File: src/lc4_pkg.sv
package lc4_pkg;

   localparam int XLEN      = 16;   // data and address width
   localparam int REG_SEL_W = 3;    // eight registers

   // first fetch after reset
   localparam logic [XLEN-1:0] RESET_PC = 16'h8200;

   // opcodes of the supported subset, everything else retires as a nop
   localparam logic [3:0] OP_ARITH = 4'b0001;
   localparam logic [3:0] OP_LOGIC = 4'b0101;
   localparam logic [3:0] OP_LDR   = 4'b0110;
   localparam logic [3:0] OP_STR   = 4'b0111;
   localparam logic [3:0] OP_CONST = 4'b1001;

   localparam logic [2:0] SUB_ADD = 3'b000;   // under OP_ARITH
   localparam logic [2:0] SUB_SUB = 3'b010;   // under OP_ARITH
   localparam logic [2:0] SUB_AND = 3'b000;   // under OP_LOGIC

   typedef enum logic [1:0] {
      ALU_ADD    = 2'd0,
      ALU_SUB    = 2'd1,
      ALU_AND    = 2'd2,
      ALU_PASS_B = 2'd3    // CONST, operand b straight through
   } alu_op_e;

   // register form, ADD/SUB/AND
   typedef struct packed {
      logic [3:0]           opcode;
      logic [REG_SEL_W-1:0] rd;
      logic [REG_SEL_W-1:0] rs;
      logic [2:0]           subop;
      logic [REG_SEL_W-1:0] rt;
   } insn_reg_t;

   // immediate form, ADD imm, LDR, STR, CONST
   typedef struct packed {
      logic [3:0]           opcode;
      logic [REG_SEL_W-1:0] rd;     // data register for STR
      logic [REG_SEL_W-1:0] rs;     // upper imm9 bits for CONST
      logic [5:0]           imm6;   // bit 5 set marks ADD immediate
   } insn_imm_t;

   // one instruction word, two ways to read it
   typedef union packed {
      insn_reg_t r;
      insn_imm_t i;
   } insn_t;

endpackage

File: src/lc4_decoder.sv
module lc4_decoder (
   input  lc4_pkg::insn_t                i_insn,
   output logic [lc4_pkg::REG_SEL_W-1:0] o_rs_sel,
   output logic [lc4_pkg::REG_SEL_W-1:0] o_rt_sel,
   output logic [lc4_pkg::REG_SEL_W-1:0] o_rd_sel,
   output logic                          o_rs_re,
   output logic                          o_rt_re,
   output logic                          o_reg_we,
   output logic                          o_is_load,
   output logic                          o_is_store,
   output lc4_pkg::alu_op_e              o_alu_op,
   output logic                          o_use_imm,
   output logic [lc4_pkg::XLEN-1:0]      o_imm
);

   logic [8:0] imm9;

   assign imm9 = {i_insn.i.rs, i_insn.i.imm6};

   // register selects come straight from the fields
   assign o_rs_sel = i_insn.r.rs;
   assign o_rd_sel = i_insn.r.rd;
   assign o_rt_sel = (i_insn.i.opcode == lc4_pkg::OP_STR) ? i_insn.i.rd : i_insn.r.rt;

   always_comb begin
      o_rs_re    = 1'b0;
      o_rt_re    = 1'b0;
      o_reg_we   = 1'b0;
      o_is_load  = 1'b0;
      o_is_store = 1'b0;
      o_use_imm  = 1'b0;
      o_alu_op   = lc4_pkg::ALU_ADD;
      o_imm      = {{(lc4_pkg::XLEN-6){i_insn.i.imm6[5]}}, i_insn.i.imm6};

      case (i_insn.r.opcode)
         lc4_pkg::OP_ARITH: begin
            if (i_insn.i.imm6[5]) begin   // ADD rd, rs, imm5
               o_rs_re   = 1'b1;
               o_reg_we  = 1'b1;
               o_use_imm = 1'b1;
               o_imm     = {{(lc4_pkg::XLEN-5){i_insn.i.imm6[4]}}, i_insn.i.imm6[4:0]};
            end else if (i_insn.r.subop == lc4_pkg::SUB_ADD ||
                         i_insn.r.subop == lc4_pkg::SUB_SUB) begin
               o_rs_re  = 1'b1;
               o_rt_re  = 1'b1;
               o_reg_we = 1'b1;
               o_alu_op = (i_insn.r.subop == lc4_pkg::SUB_SUB) ? lc4_pkg::ALU_SUB
                                                               : lc4_pkg::ALU_ADD;
            end
            // MUL and DIV fall through as nops
         end
         lc4_pkg::OP_LOGIC: begin
            if (i_insn.r.subop == lc4_pkg::SUB_AND) begin   // register AND only
               o_rs_re  = 1'b1;
               o_rt_re  = 1'b1;
               o_reg_we = 1'b1;
               o_alu_op = lc4_pkg::ALU_AND;
            end
         end
         lc4_pkg::OP_LDR: begin
            o_rs_re   = 1'b1;
            o_reg_we  = 1'b1;
            o_is_load = 1'b1;
            o_use_imm = 1'b1;   // address = rs + imm6
         end
         lc4_pkg::OP_STR: begin
            o_rs_re    = 1'b1;
            o_rt_re    = 1'b1;   // data register sits in rd field
            o_is_store = 1'b1;
            o_use_imm  = 1'b1;
         end
         lc4_pkg::OP_CONST: begin
            o_reg_we  = 1'b1;
            o_use_imm = 1'b1;
            o_alu_op  = lc4_pkg::ALU_PASS_B;
            o_imm     = {{(lc4_pkg::XLEN-9){imm9[8]}}, imm9};
         end
         default: ;   // nop with all enables low
      endcase
   end

endmodule

File: src/lc4_regfile.sv
module lc4_regfile (
   input  logic                          gwe,
   input  logic                          i_rst_n,
   input  logic [lc4_pkg::REG_SEL_W-1:0] i_rs_sel,
   input  logic [lc4_pkg::REG_SEL_W-1:0] i_rt_sel,
   input  logic [lc4_pkg::REG_SEL_W-1:0] i_rd_sel,
   input  logic                          i_rd_we,
   input  logic [lc4_pkg::XLEN-1:0]      i_wdata,
   output logic [lc4_pkg::XLEN-1:0]      o_rs_data,
   output logic [lc4_pkg::XLEN-1:0]      o_rt_data
);

   localparam int NREGS = 2 ** lc4_pkg::REG_SEL_W;

   logic [lc4_pkg::XLEN-1:0] regs [NREGS];
   logic                     rs_hit;
   logic                     rt_hit;

   always_ff @(posedge gwe or negedge i_rst_n) begin
      if (!i_rst_n) begin
         for (int i = 0; i < NREGS; i++) begin
            regs[i] <= '0;
         end
      end else if (i_rd_we) begin
         regs[i_rd_sel] <= i_wdata;
      end
   end

   // same-cycle write shows up on the read ports
   assign rs_hit = i_rd_we && (i_rd_sel == i_rs_sel);
   assign rt_hit = i_rd_we && (i_rd_sel == i_rt_sel);

   assign o_rs_data = rs_hit ? i_wdata : regs[i_rs_sel];
   assign o_rt_data = rt_hit ? i_wdata : regs[i_rt_sel];

endmodule

File: src/lc4_execute.sv
module lc4_execute (
   // X stage operands
   input  logic [lc4_pkg::REG_SEL_W-1:0] i_rs_sel,
   input  logic [lc4_pkg::REG_SEL_W-1:0] i_rt_sel,
   input  logic [lc4_pkg::XLEN-1:0]      i_rs_data,
   input  logic [lc4_pkg::XLEN-1:0]      i_rt_data,
   input  lc4_pkg::alu_op_e              i_alu_op,
   input  logic                          i_use_imm,
   input  logic [lc4_pkg::XLEN-1:0]      i_imm,
   // M stage, older by one
   input  logic [lc4_pkg::XLEN-1:0]      i_m_result,
   input  logic [lc4_pkg::REG_SEL_W-1:0] i_m_rd_sel,
   input  logic                          i_m_reg_we,
   input  logic                          i_m_is_load,
   // W stage, older by two
   input  logic [lc4_pkg::XLEN-1:0]      i_w_data,
   input  logic [lc4_pkg::REG_SEL_W-1:0] i_w_rd_sel,
   input  logic                          i_w_reg_we,
   output logic [lc4_pkg::XLEN-1:0]      o_result,
   output logic [lc4_pkg::XLEN-1:0]      o_rt_fwd
);

   logic                     m_fwd_ok;
   logic                     rs_from_m;
   logic                     rt_from_m;
   logic                     rs_from_w;
   logic                     rt_from_w;
   logic [lc4_pkg::XLEN-1:0] op_a;
   logic [lc4_pkg::XLEN-1:0] op_b;

   // a load in M has no data yet, the hazard unit covers that case
   assign m_fwd_ok  = i_m_reg_we && !i_m_is_load;

   assign rs_from_m = m_fwd_ok && (i_m_rd_sel == i_rs_sel);
   assign rt_from_m = m_fwd_ok && (i_m_rd_sel == i_rt_sel);
   assign rs_from_w = i_w_reg_we && (i_w_rd_sel == i_rs_sel);
   assign rt_from_w = i_w_reg_we && (i_w_rd_sel == i_rt_sel);

   // newest producer wins
   always_comb begin
      if (rs_from_m) begin
         op_a = i_m_result;
      end else if (rs_from_w) begin
         op_a = i_w_data;
      end else begin
         op_a = i_rs_data;
      end

      if (rt_from_m) begin
         o_rt_fwd = i_m_result;
      end else if (rt_from_w) begin
         o_rt_fwd = i_w_data;
      end else begin
         o_rt_fwd = i_rt_data;
      end
   end

   assign op_b = i_use_imm ? i_imm : o_rt_fwd;   // store data keeps rt

   always_comb begin
      case (i_alu_op)
         lc4_pkg::ALU_ADD: o_result = op_a + op_b;   // also load/store address
         lc4_pkg::ALU_SUB: o_result = op_a - op_b;
         lc4_pkg::ALU_AND: o_result = op_a & op_b;
         default:          o_result = op_b;
      endcase
   end

endmodule

File: src/lc4_hazard_unit.sv
module lc4_hazard_unit (
   input  logic                          gwe,
   input  logic                          i_rst_n,
   input  logic [lc4_pkg::REG_SEL_W-1:0] i_d_rs_sel,
   input  logic [lc4_pkg::REG_SEL_W-1:0] i_d_rt_sel,
   input  logic                          i_d_rs_re,
   input  logic                          i_d_rt_re,
   input  logic                          i_x_is_load,
   input  logic [lc4_pkg::REG_SEL_W-1:0] i_x_rd_sel,
   output logic                          o_stall
);

   logic rs_dep;
   logic rt_dep;

   assign rs_dep = i_d_rs_re && (i_d_rs_sel == i_x_rd_sel);
   // rt_re is also set for a store's data register
   assign rt_dep = i_d_rt_re && (i_d_rt_sel == i_x_rd_sel);

   // load result only exists after M, hold D one cycle
   assign o_stall = i_x_is_load && (rs_dep || rt_dep);

   // X is a bubble throughout reset
   a_no_stall_in_reset: assert property (
      @(posedge gwe) !i_rst_n |-> !o_stall
   ) else $error("stall raised while reset is held");

   // the bubble pushed into X removes the load, so one cycle is enough
   a_single_cycle_stall: assert property (
      @(posedge gwe) disable iff (!i_rst_n)
      o_stall |=> !o_stall
   ) else $error("load-use stall lasted two cycles");

endmodule

File: src/lc4_pipeline.sv
module lc4_pipeline (
   input  logic                     gwe,
   input  logic                     i_rst_n,
   output logic [lc4_pkg::XLEN-1:0] o_imem_addr,
   input  logic [lc4_pkg::XLEN-1:0] i_imem_data,
   output logic [lc4_pkg::XLEN-1:0] o_dmem_addr,
   output logic                     o_dmem_we,
   output logic [lc4_pkg::XLEN-1:0] o_dmem_wdata,
   input  logic [lc4_pkg::XLEN-1:0] i_dmem_rdata
);

   logic [lc4_pkg::XLEN-1:0]      pc;
   logic                          stall;

   // decode stage
   lc4_pkg::insn_t                d_insn;
   logic [lc4_pkg::REG_SEL_W-1:0] dec_rs_sel, dec_rt_sel, dec_rd_sel;
   logic                          dec_rs_re, dec_rt_re, dec_reg_we;
   logic                          dec_is_load, dec_is_store, dec_use_imm;
   lc4_pkg::alu_op_e              dec_alu_op;
   logic [lc4_pkg::XLEN-1:0]      dec_imm;
   logic [lc4_pkg::XLEN-1:0]      rf_rs_data, rf_rt_data;

   // execute stage
   logic [lc4_pkg::REG_SEL_W-1:0] x_rs_sel, x_rt_sel, x_rd_sel;
   logic [lc4_pkg::XLEN-1:0]      x_rs_data, x_rt_data, x_imm;
   lc4_pkg::alu_op_e              x_alu_op;
   logic                          x_use_imm, x_reg_we, x_is_load, x_is_store;
   logic [lc4_pkg::XLEN-1:0]      ex_result, ex_rt_fwd;

   // memory stage
   logic [lc4_pkg::XLEN-1:0]      m_result, m_rt_data;
   logic [lc4_pkg::REG_SEL_W-1:0] m_rd_sel;
   logic                          m_reg_we, m_is_load, m_is_store;

   // writeback stage
   logic [lc4_pkg::XLEN-1:0]      w_result, w_load_data, w_data;
   logic [lc4_pkg::REG_SEL_W-1:0] w_rd_sel;
   logic                          w_reg_we, w_is_load;

   // fetch, PC and D both hold on a load-use stall
   always_ff @(posedge gwe or negedge i_rst_n) begin
      if (!i_rst_n) begin
         pc     <= lc4_pkg::RESET_PC;
         d_insn <= '0;   // all-zero word retires as nop
      end else if (!stall) begin
         pc     <= pc + lc4_pkg::XLEN'(1);
         d_insn <= i_imem_data;
      end
   end

   assign o_imem_addr = pc;

   lc4_decoder u_decoder (
      .i_insn     (d_insn),
      .o_rs_sel   (dec_rs_sel),
      .o_rt_sel   (dec_rt_sel),
      .o_rd_sel   (dec_rd_sel),
      .o_rs_re    (dec_rs_re),
      .o_rt_re    (dec_rt_re),
      .o_reg_we   (dec_reg_we),
      .o_is_load  (dec_is_load),
      .o_is_store (dec_is_store),
      .o_alu_op   (dec_alu_op),
      .o_use_imm  (dec_use_imm),
      .o_imm      (dec_imm)
   );

   lc4_regfile u_regfile (
      .gwe       (gwe),
      .i_rst_n   (i_rst_n),
      .i_rs_sel  (dec_rs_sel),
      .i_rt_sel  (dec_rt_sel),
      .i_rd_sel  (w_rd_sel),
      .i_rd_we   (w_reg_we),
      .i_wdata   (w_data),
      .o_rs_data (rf_rs_data),
      .o_rt_data (rf_rt_data)
   );

   lc4_hazard_unit u_hazard_unit (
      .gwe         (gwe),
      .i_rst_n     (i_rst_n),
      .i_d_rs_sel  (dec_rs_sel),
      .i_d_rt_sel  (dec_rt_sel),
      .i_d_rs_re   (dec_rs_re),
      .i_d_rt_re   (dec_rt_re),
      .i_x_is_load (x_is_load),
      .i_x_rd_sel  (x_rd_sel),
      .o_stall     (stall)
   );

   // X control, a stall turns the slot into a bubble
   always_ff @(posedge gwe or negedge i_rst_n) begin
      if (!i_rst_n) begin
         x_reg_we   <= 1'b0;
         x_is_load  <= 1'b0;
         x_is_store <= 1'b0;
      end else begin
         x_reg_we   <= dec_reg_we && !stall;
         x_is_load  <= dec_is_load && !stall;
         x_is_store <= dec_is_store && !stall;
      end
   end

   always_ff @(posedge gwe) begin
      x_rs_sel  <= dec_rs_sel;
      x_rt_sel  <= dec_rt_sel;
      x_rd_sel  <= dec_rd_sel;
      x_rs_data <= rf_rs_data;
      x_rt_data <= rf_rt_data;
      x_alu_op  <= dec_alu_op;
      x_use_imm <= dec_use_imm;
      x_imm     <= dec_imm;
   end

   lc4_execute u_execute (
      .i_rs_sel    (x_rs_sel),
      .i_rt_sel    (x_rt_sel),
      .i_rs_data   (x_rs_data),
      .i_rt_data   (x_rt_data),
      .i_alu_op    (x_alu_op),
      .i_use_imm   (x_use_imm),
      .i_imm       (x_imm),
      .i_m_result  (m_result),
      .i_m_rd_sel  (m_rd_sel),
      .i_m_reg_we  (m_reg_we),
      .i_m_is_load (m_is_load),
      .i_w_data    (w_data),
      .i_w_rd_sel  (w_rd_sel),
      .i_w_reg_we  (w_reg_we),
      .o_result    (ex_result),
      .o_rt_fwd    (ex_rt_fwd)
   );

   // M and W control
   always_ff @(posedge gwe or negedge i_rst_n) begin
      if (!i_rst_n) begin
         m_reg_we   <= 1'b0;
         m_is_load  <= 1'b0;
         m_is_store <= 1'b0;
         w_reg_we   <= 1'b0;
         w_is_load  <= 1'b0;
      end else begin
         m_reg_we   <= x_reg_we;
         m_is_load  <= x_is_load;
         m_is_store <= x_is_store;
         w_reg_we   <= m_reg_we;
         w_is_load  <= m_is_load;
      end
   end

   always_ff @(posedge gwe) begin
      m_result    <= ex_result;
      m_rt_data   <= ex_rt_fwd;
      m_rd_sel    <= x_rd_sel;
      w_result    <= m_result;
      w_load_data <= i_dmem_rdata;   // combinational read from M address
      w_rd_sel    <= m_rd_sel;
   end

   // address is the ALU sum, data is rt
   assign o_dmem_addr  = m_result;
   assign o_dmem_we    = m_is_store;
   assign o_dmem_wdata = m_rt_data;

   assign w_data = w_is_load ? w_load_data : w_result;

endmodule

File: config.mk
export PLATFORM = sky130hd
export DESIGN_NAME = lc4_pipeline
export DESIGN_NICKNAME = d
export VERILOG_FILES = /design/src/lc4_pkg.sv /design/src/lc4_decoder.sv /design/src/lc4_regfile.sv /design/src/lc4_execute.sv /design/src/lc4_hazard_unit.sv /design/src/lc4_pipeline.sv
export SDC_FILE = /design/constraint.sdc
export NUM_CORES = 1
export LEC_CHECK = 0
export ABC_CLOCK_PERIOD_IN_PS = 5500
export BUFFER_PORTS_ARGS = -buffer_cell sky130_fd_sc_hd__buf_2
export CORE_MARGIN = 4
export CORE_UTILIZATION = 50
export CTS_CLUSTER_DIAMETER = 200
export DETAILED_ROUTE_END_ITERATION = 8
export HOLD_SLACK_MARGIN = 0.06
export PLACE_DENSITY = 0.75
export REMOVE_ABC_BUFFERS = 1
export SYNTH_ARGS = -nofsm -noshare
export SYNTH_HDL_FRONTEND = slang
export SYNTH_SLANG_ARGS = --single-unit
export TNS_END_PERCENT = 1
File: constraint.sdc
create_clock -name gwe -period 5.5 [get_ports gwe]
set_input_delay 0.55 -clock gwe [delete_from_list [all_inputs] [get_ports gwe]]
set_output_delay 0.55 -clock gwe [all_outputs]
set_load 0.02 [all_outputs]
==> flow_summary.toml <==
[status]
outcome = "finished, final reports clean"

[route]
drc_errors = 0
dr.pass1.iters = 5
vias = 11100
wl_per_cell_um = 19.5
drt-initial-drc-count = 1047
viasPerCell = 5.77
ant_nets = 0
drt-total-wl_um = 37600

[floorplanning]
dieHeight_um = 175
start_util_pct = 51.2
io_pins = 83
fp.dieW_um = 175
core_sq_um = 27200
dieArea_sq_um = 30500
rows = 60

[setup_path]
worstPathArrival_ps = 5450
r2r_slack_ps = 470
cp.required_ps = 5920
crit_path_end_kind = "flop"
worstReg2RegStart = "w_rd_sel[2]$_DFF_P_"
setup.worst_path.class = "flop to flop"
cp_max_fo = 12
cp-startpoint = "w_rd_sel[2]$_DFF_P_"
start_kind = "flop"

[layout]
drive_gt1_share_pct = 17.3
final_cells = 1924
area_delta_synth_final_pct = 14.0
finalNetCount = 1580
finalInstanceArea_sq_um = 15900

[yosys]
synth_ff_type = "dfrtp_1"
yosys_warnings = 0
synth_edf_count = 0
syn_area_sq_um = 13900
synth_area_per_cell_sq_um = 9.41
synth_cell_types = 66
synthArstFlopShare_pct = 57.7
ys_seq_area_share_pct = 48.0
ys_seq_elements = 291
netlist_instances = 1477

[power]
p_leak_nw = 6.81
power.density_cell_area_nw_per_um2 = 517
power_mw = 8.20
ir_drop_uv = 336

[clock_network]
cts_sinks = 291
cts_root_buf = "clkbuf_16"
insertion_delay_ps = 570
h-tree-depth = 1
clockBufferDepth = 3
post-cts-setup-buffers = 0
cts_tree = "done"
holdBufCountCts = 0
path_clk_slew_ps = 60
cts_resized = 0
numCtsBuffers = 30

[placement]
dp_cells = 1867
port_buffers = 82
gp_congestion = 0.968
dpl.hpwl_um = 24500
dpl_cell_area_sq_um = 14800

[sta]
hold_viol = 0
whs_ps = 38.2
rsz0062_at_grt = "false"
clock.fmax_ghz = 0.199
setup_viol = 0
tightest_slew_ps = 1080
max-slew-margin-rel_pct = 27.7
fin_crit_sh_pct = 91.5
slew_violations = 0
finClkSkew_ps = 22.7
fin_crit_ps = 5030
setup_tns_ps = 0

[min_path]
hp-class = "input pin to async pin"

[global_route]
grt_first_pass_wirelength_um = 60200
overflow = 0
antenna_found_initial = 0
grt_max_degree = 86
grt_usage_pct = 24.5
grt_pass1_vias = 11000

[job]
cap_violations = 0
sequential cells by signal, summed over array words and instances, names as in the netlist, 2 cells and up:
register / cells
x_alu_op: 2
x_rt_data: 16
o_dmem_addr: 16
d_insn: 16
o_imem_addr: 16
u_regfile.regs: 128
w_rd_sel: 3
x_imm: 9
m_rd_sel: 3
x_rt_sel: 3
x_rs_sel: 3
x_rs_data: 16
w_result: 16
w_load_data: 16
o_dmem_wdata: 16
x_rd_sel: 3
logic make-up after synthesis:
| family | share of synthesized area (%) |
|---|---|
| AO/OA/AOI/OAI | 14.6 |
| XOR/XNOR | 3.90 |
| adder cells (fa/ha/maj) | 1.76 |
| buffers and inverters | 4.27 |
| flip-flops | 48.0 |
| multiplexers | 11.2 |
| AND/OR/NAND/NOR | 16.3 |
per-layer routing:
layer / up-vias / part of all wire [%] / track usage [%]
li1: 5229 / - / -
met2: 398 / 45 / 38.1
met4: 0 / 2.9 / 6.78
met3: 75 / 6.6 / 4.35
met1: 5399 / 45 / 35.6
met5: - / 0 / 0
where the power goes:
| part | internal, mW | switching [mW] |
|---|---|---|
| combinational | 1.14 | 1.53 |
| clock | 1.35 | 0.853 |
| sequential | 2.82 | 0.495 |
cells in the mapped netlist, types with 19 or more instances:
library cell,count,share of area (%)
and3_1,28,1.3
mux4_2,32,5.2
nand3_1,48,1.7
mux2_2,24,1.9
xor2_1,19,1.2
nand2_1,267,7.2
dfrtp_1,166,30
nor2_1,116,3.1
a21oi_1,113,4.1
o21ai_0,124,4.5
dfxtp_1,123,18
inv_1,34,0.92
a311oi_1,32,2.0
xnor2_1,41,2.6
clkbuf_1,91,2.5
mux2i_1,46,3.3
final timing paths:
check / endpoint / cells after the start
setup reg to reg: o_dmem_addr[15]$_DFF_P_ / 19
setup / recovery: o_dmem_addr[15]$_DFF_P_ / 19
min in group gwe: w_load_data[2]$_DFF_P_ / 1
hold reg to reg: o_dmem_we$_DFF_PN0_ / 0
max in group asynchronous: u_regfile.regs[79]$_DFFE_PN0P_ / 2
hold / removal: u_regfile.regs[61]$_DFFE_PN0P_ / 1
cell type report:
| cell class | instances | area, sq um |
|---|---|---|
| fillers | 2348 | 11300 |
| multi-input cells | 1038 | 6710 |
| flip-flops and latches | 291 | 6670 |
| clock buffers | 38 | 831 |
| repair buffers | 131 | 785 |
| well taps | 372 | 465 |
| clock inverters | 18 | 258 |
| inverters | 35 | 131 |
| diodes | 1 | 2.50 |
worst max-delay path: stages (launching register included):
cell       delay (ps)
dfxtp_1           650
xnor2_1           220
and4_1            360
mux2i_1           150
a221oi_2          490
ha_1              320
nand2_1            60
o21ai_0           150
inv_1             100
ha_1              220
nor2b_1           140
o31a_1            280
o41ai_1           260
buf_4             180
o2111ai_1         160
a41oi_1           320
o21ai_1           180
or3_1             330
a211oi_1          250
a211oi_1           70
cell usage in the layout, fill, tap and decap left out, types with 8 or more instances in the layout:
| cell type | n |
|---|---|
| ha_1 | 18 |
| a21oi_1 | 113 |
| mux2_1 | 8 |
| o21ai_0 | 124 |
| buf_2 | 81 |
| inv_1 | 33 |
| xor2_1 | 19 |
| mux4_2 | 32 |
| xnor2_1 | 41 |
| mux2i_1 | 44 |
| a311oi_1 | 32 |
| and3_1 | 28 |
| mux2_2 | 24 |
| nand2b_1 | 8 |
| nand3_1 | 48 |
| nand4_1 | 9 |
| buf_4 | 49 |
| nand2_1 | 267 |
| clkbuf_16 | 30 |
| dfxtp_1 | 123 |
| nor2_1 | 116 |
| dfrtp_1 | 165 |
stage by stage:
stage	setup WS, ps	utilization (%)
after floorplan	-621	-
after global placement	755	54.3
after detailed placement	596	54.3
after CTS	545	58.3
after global routing	88.9	58.3
final	468	58.3
(Power assumes the default switching activity.)
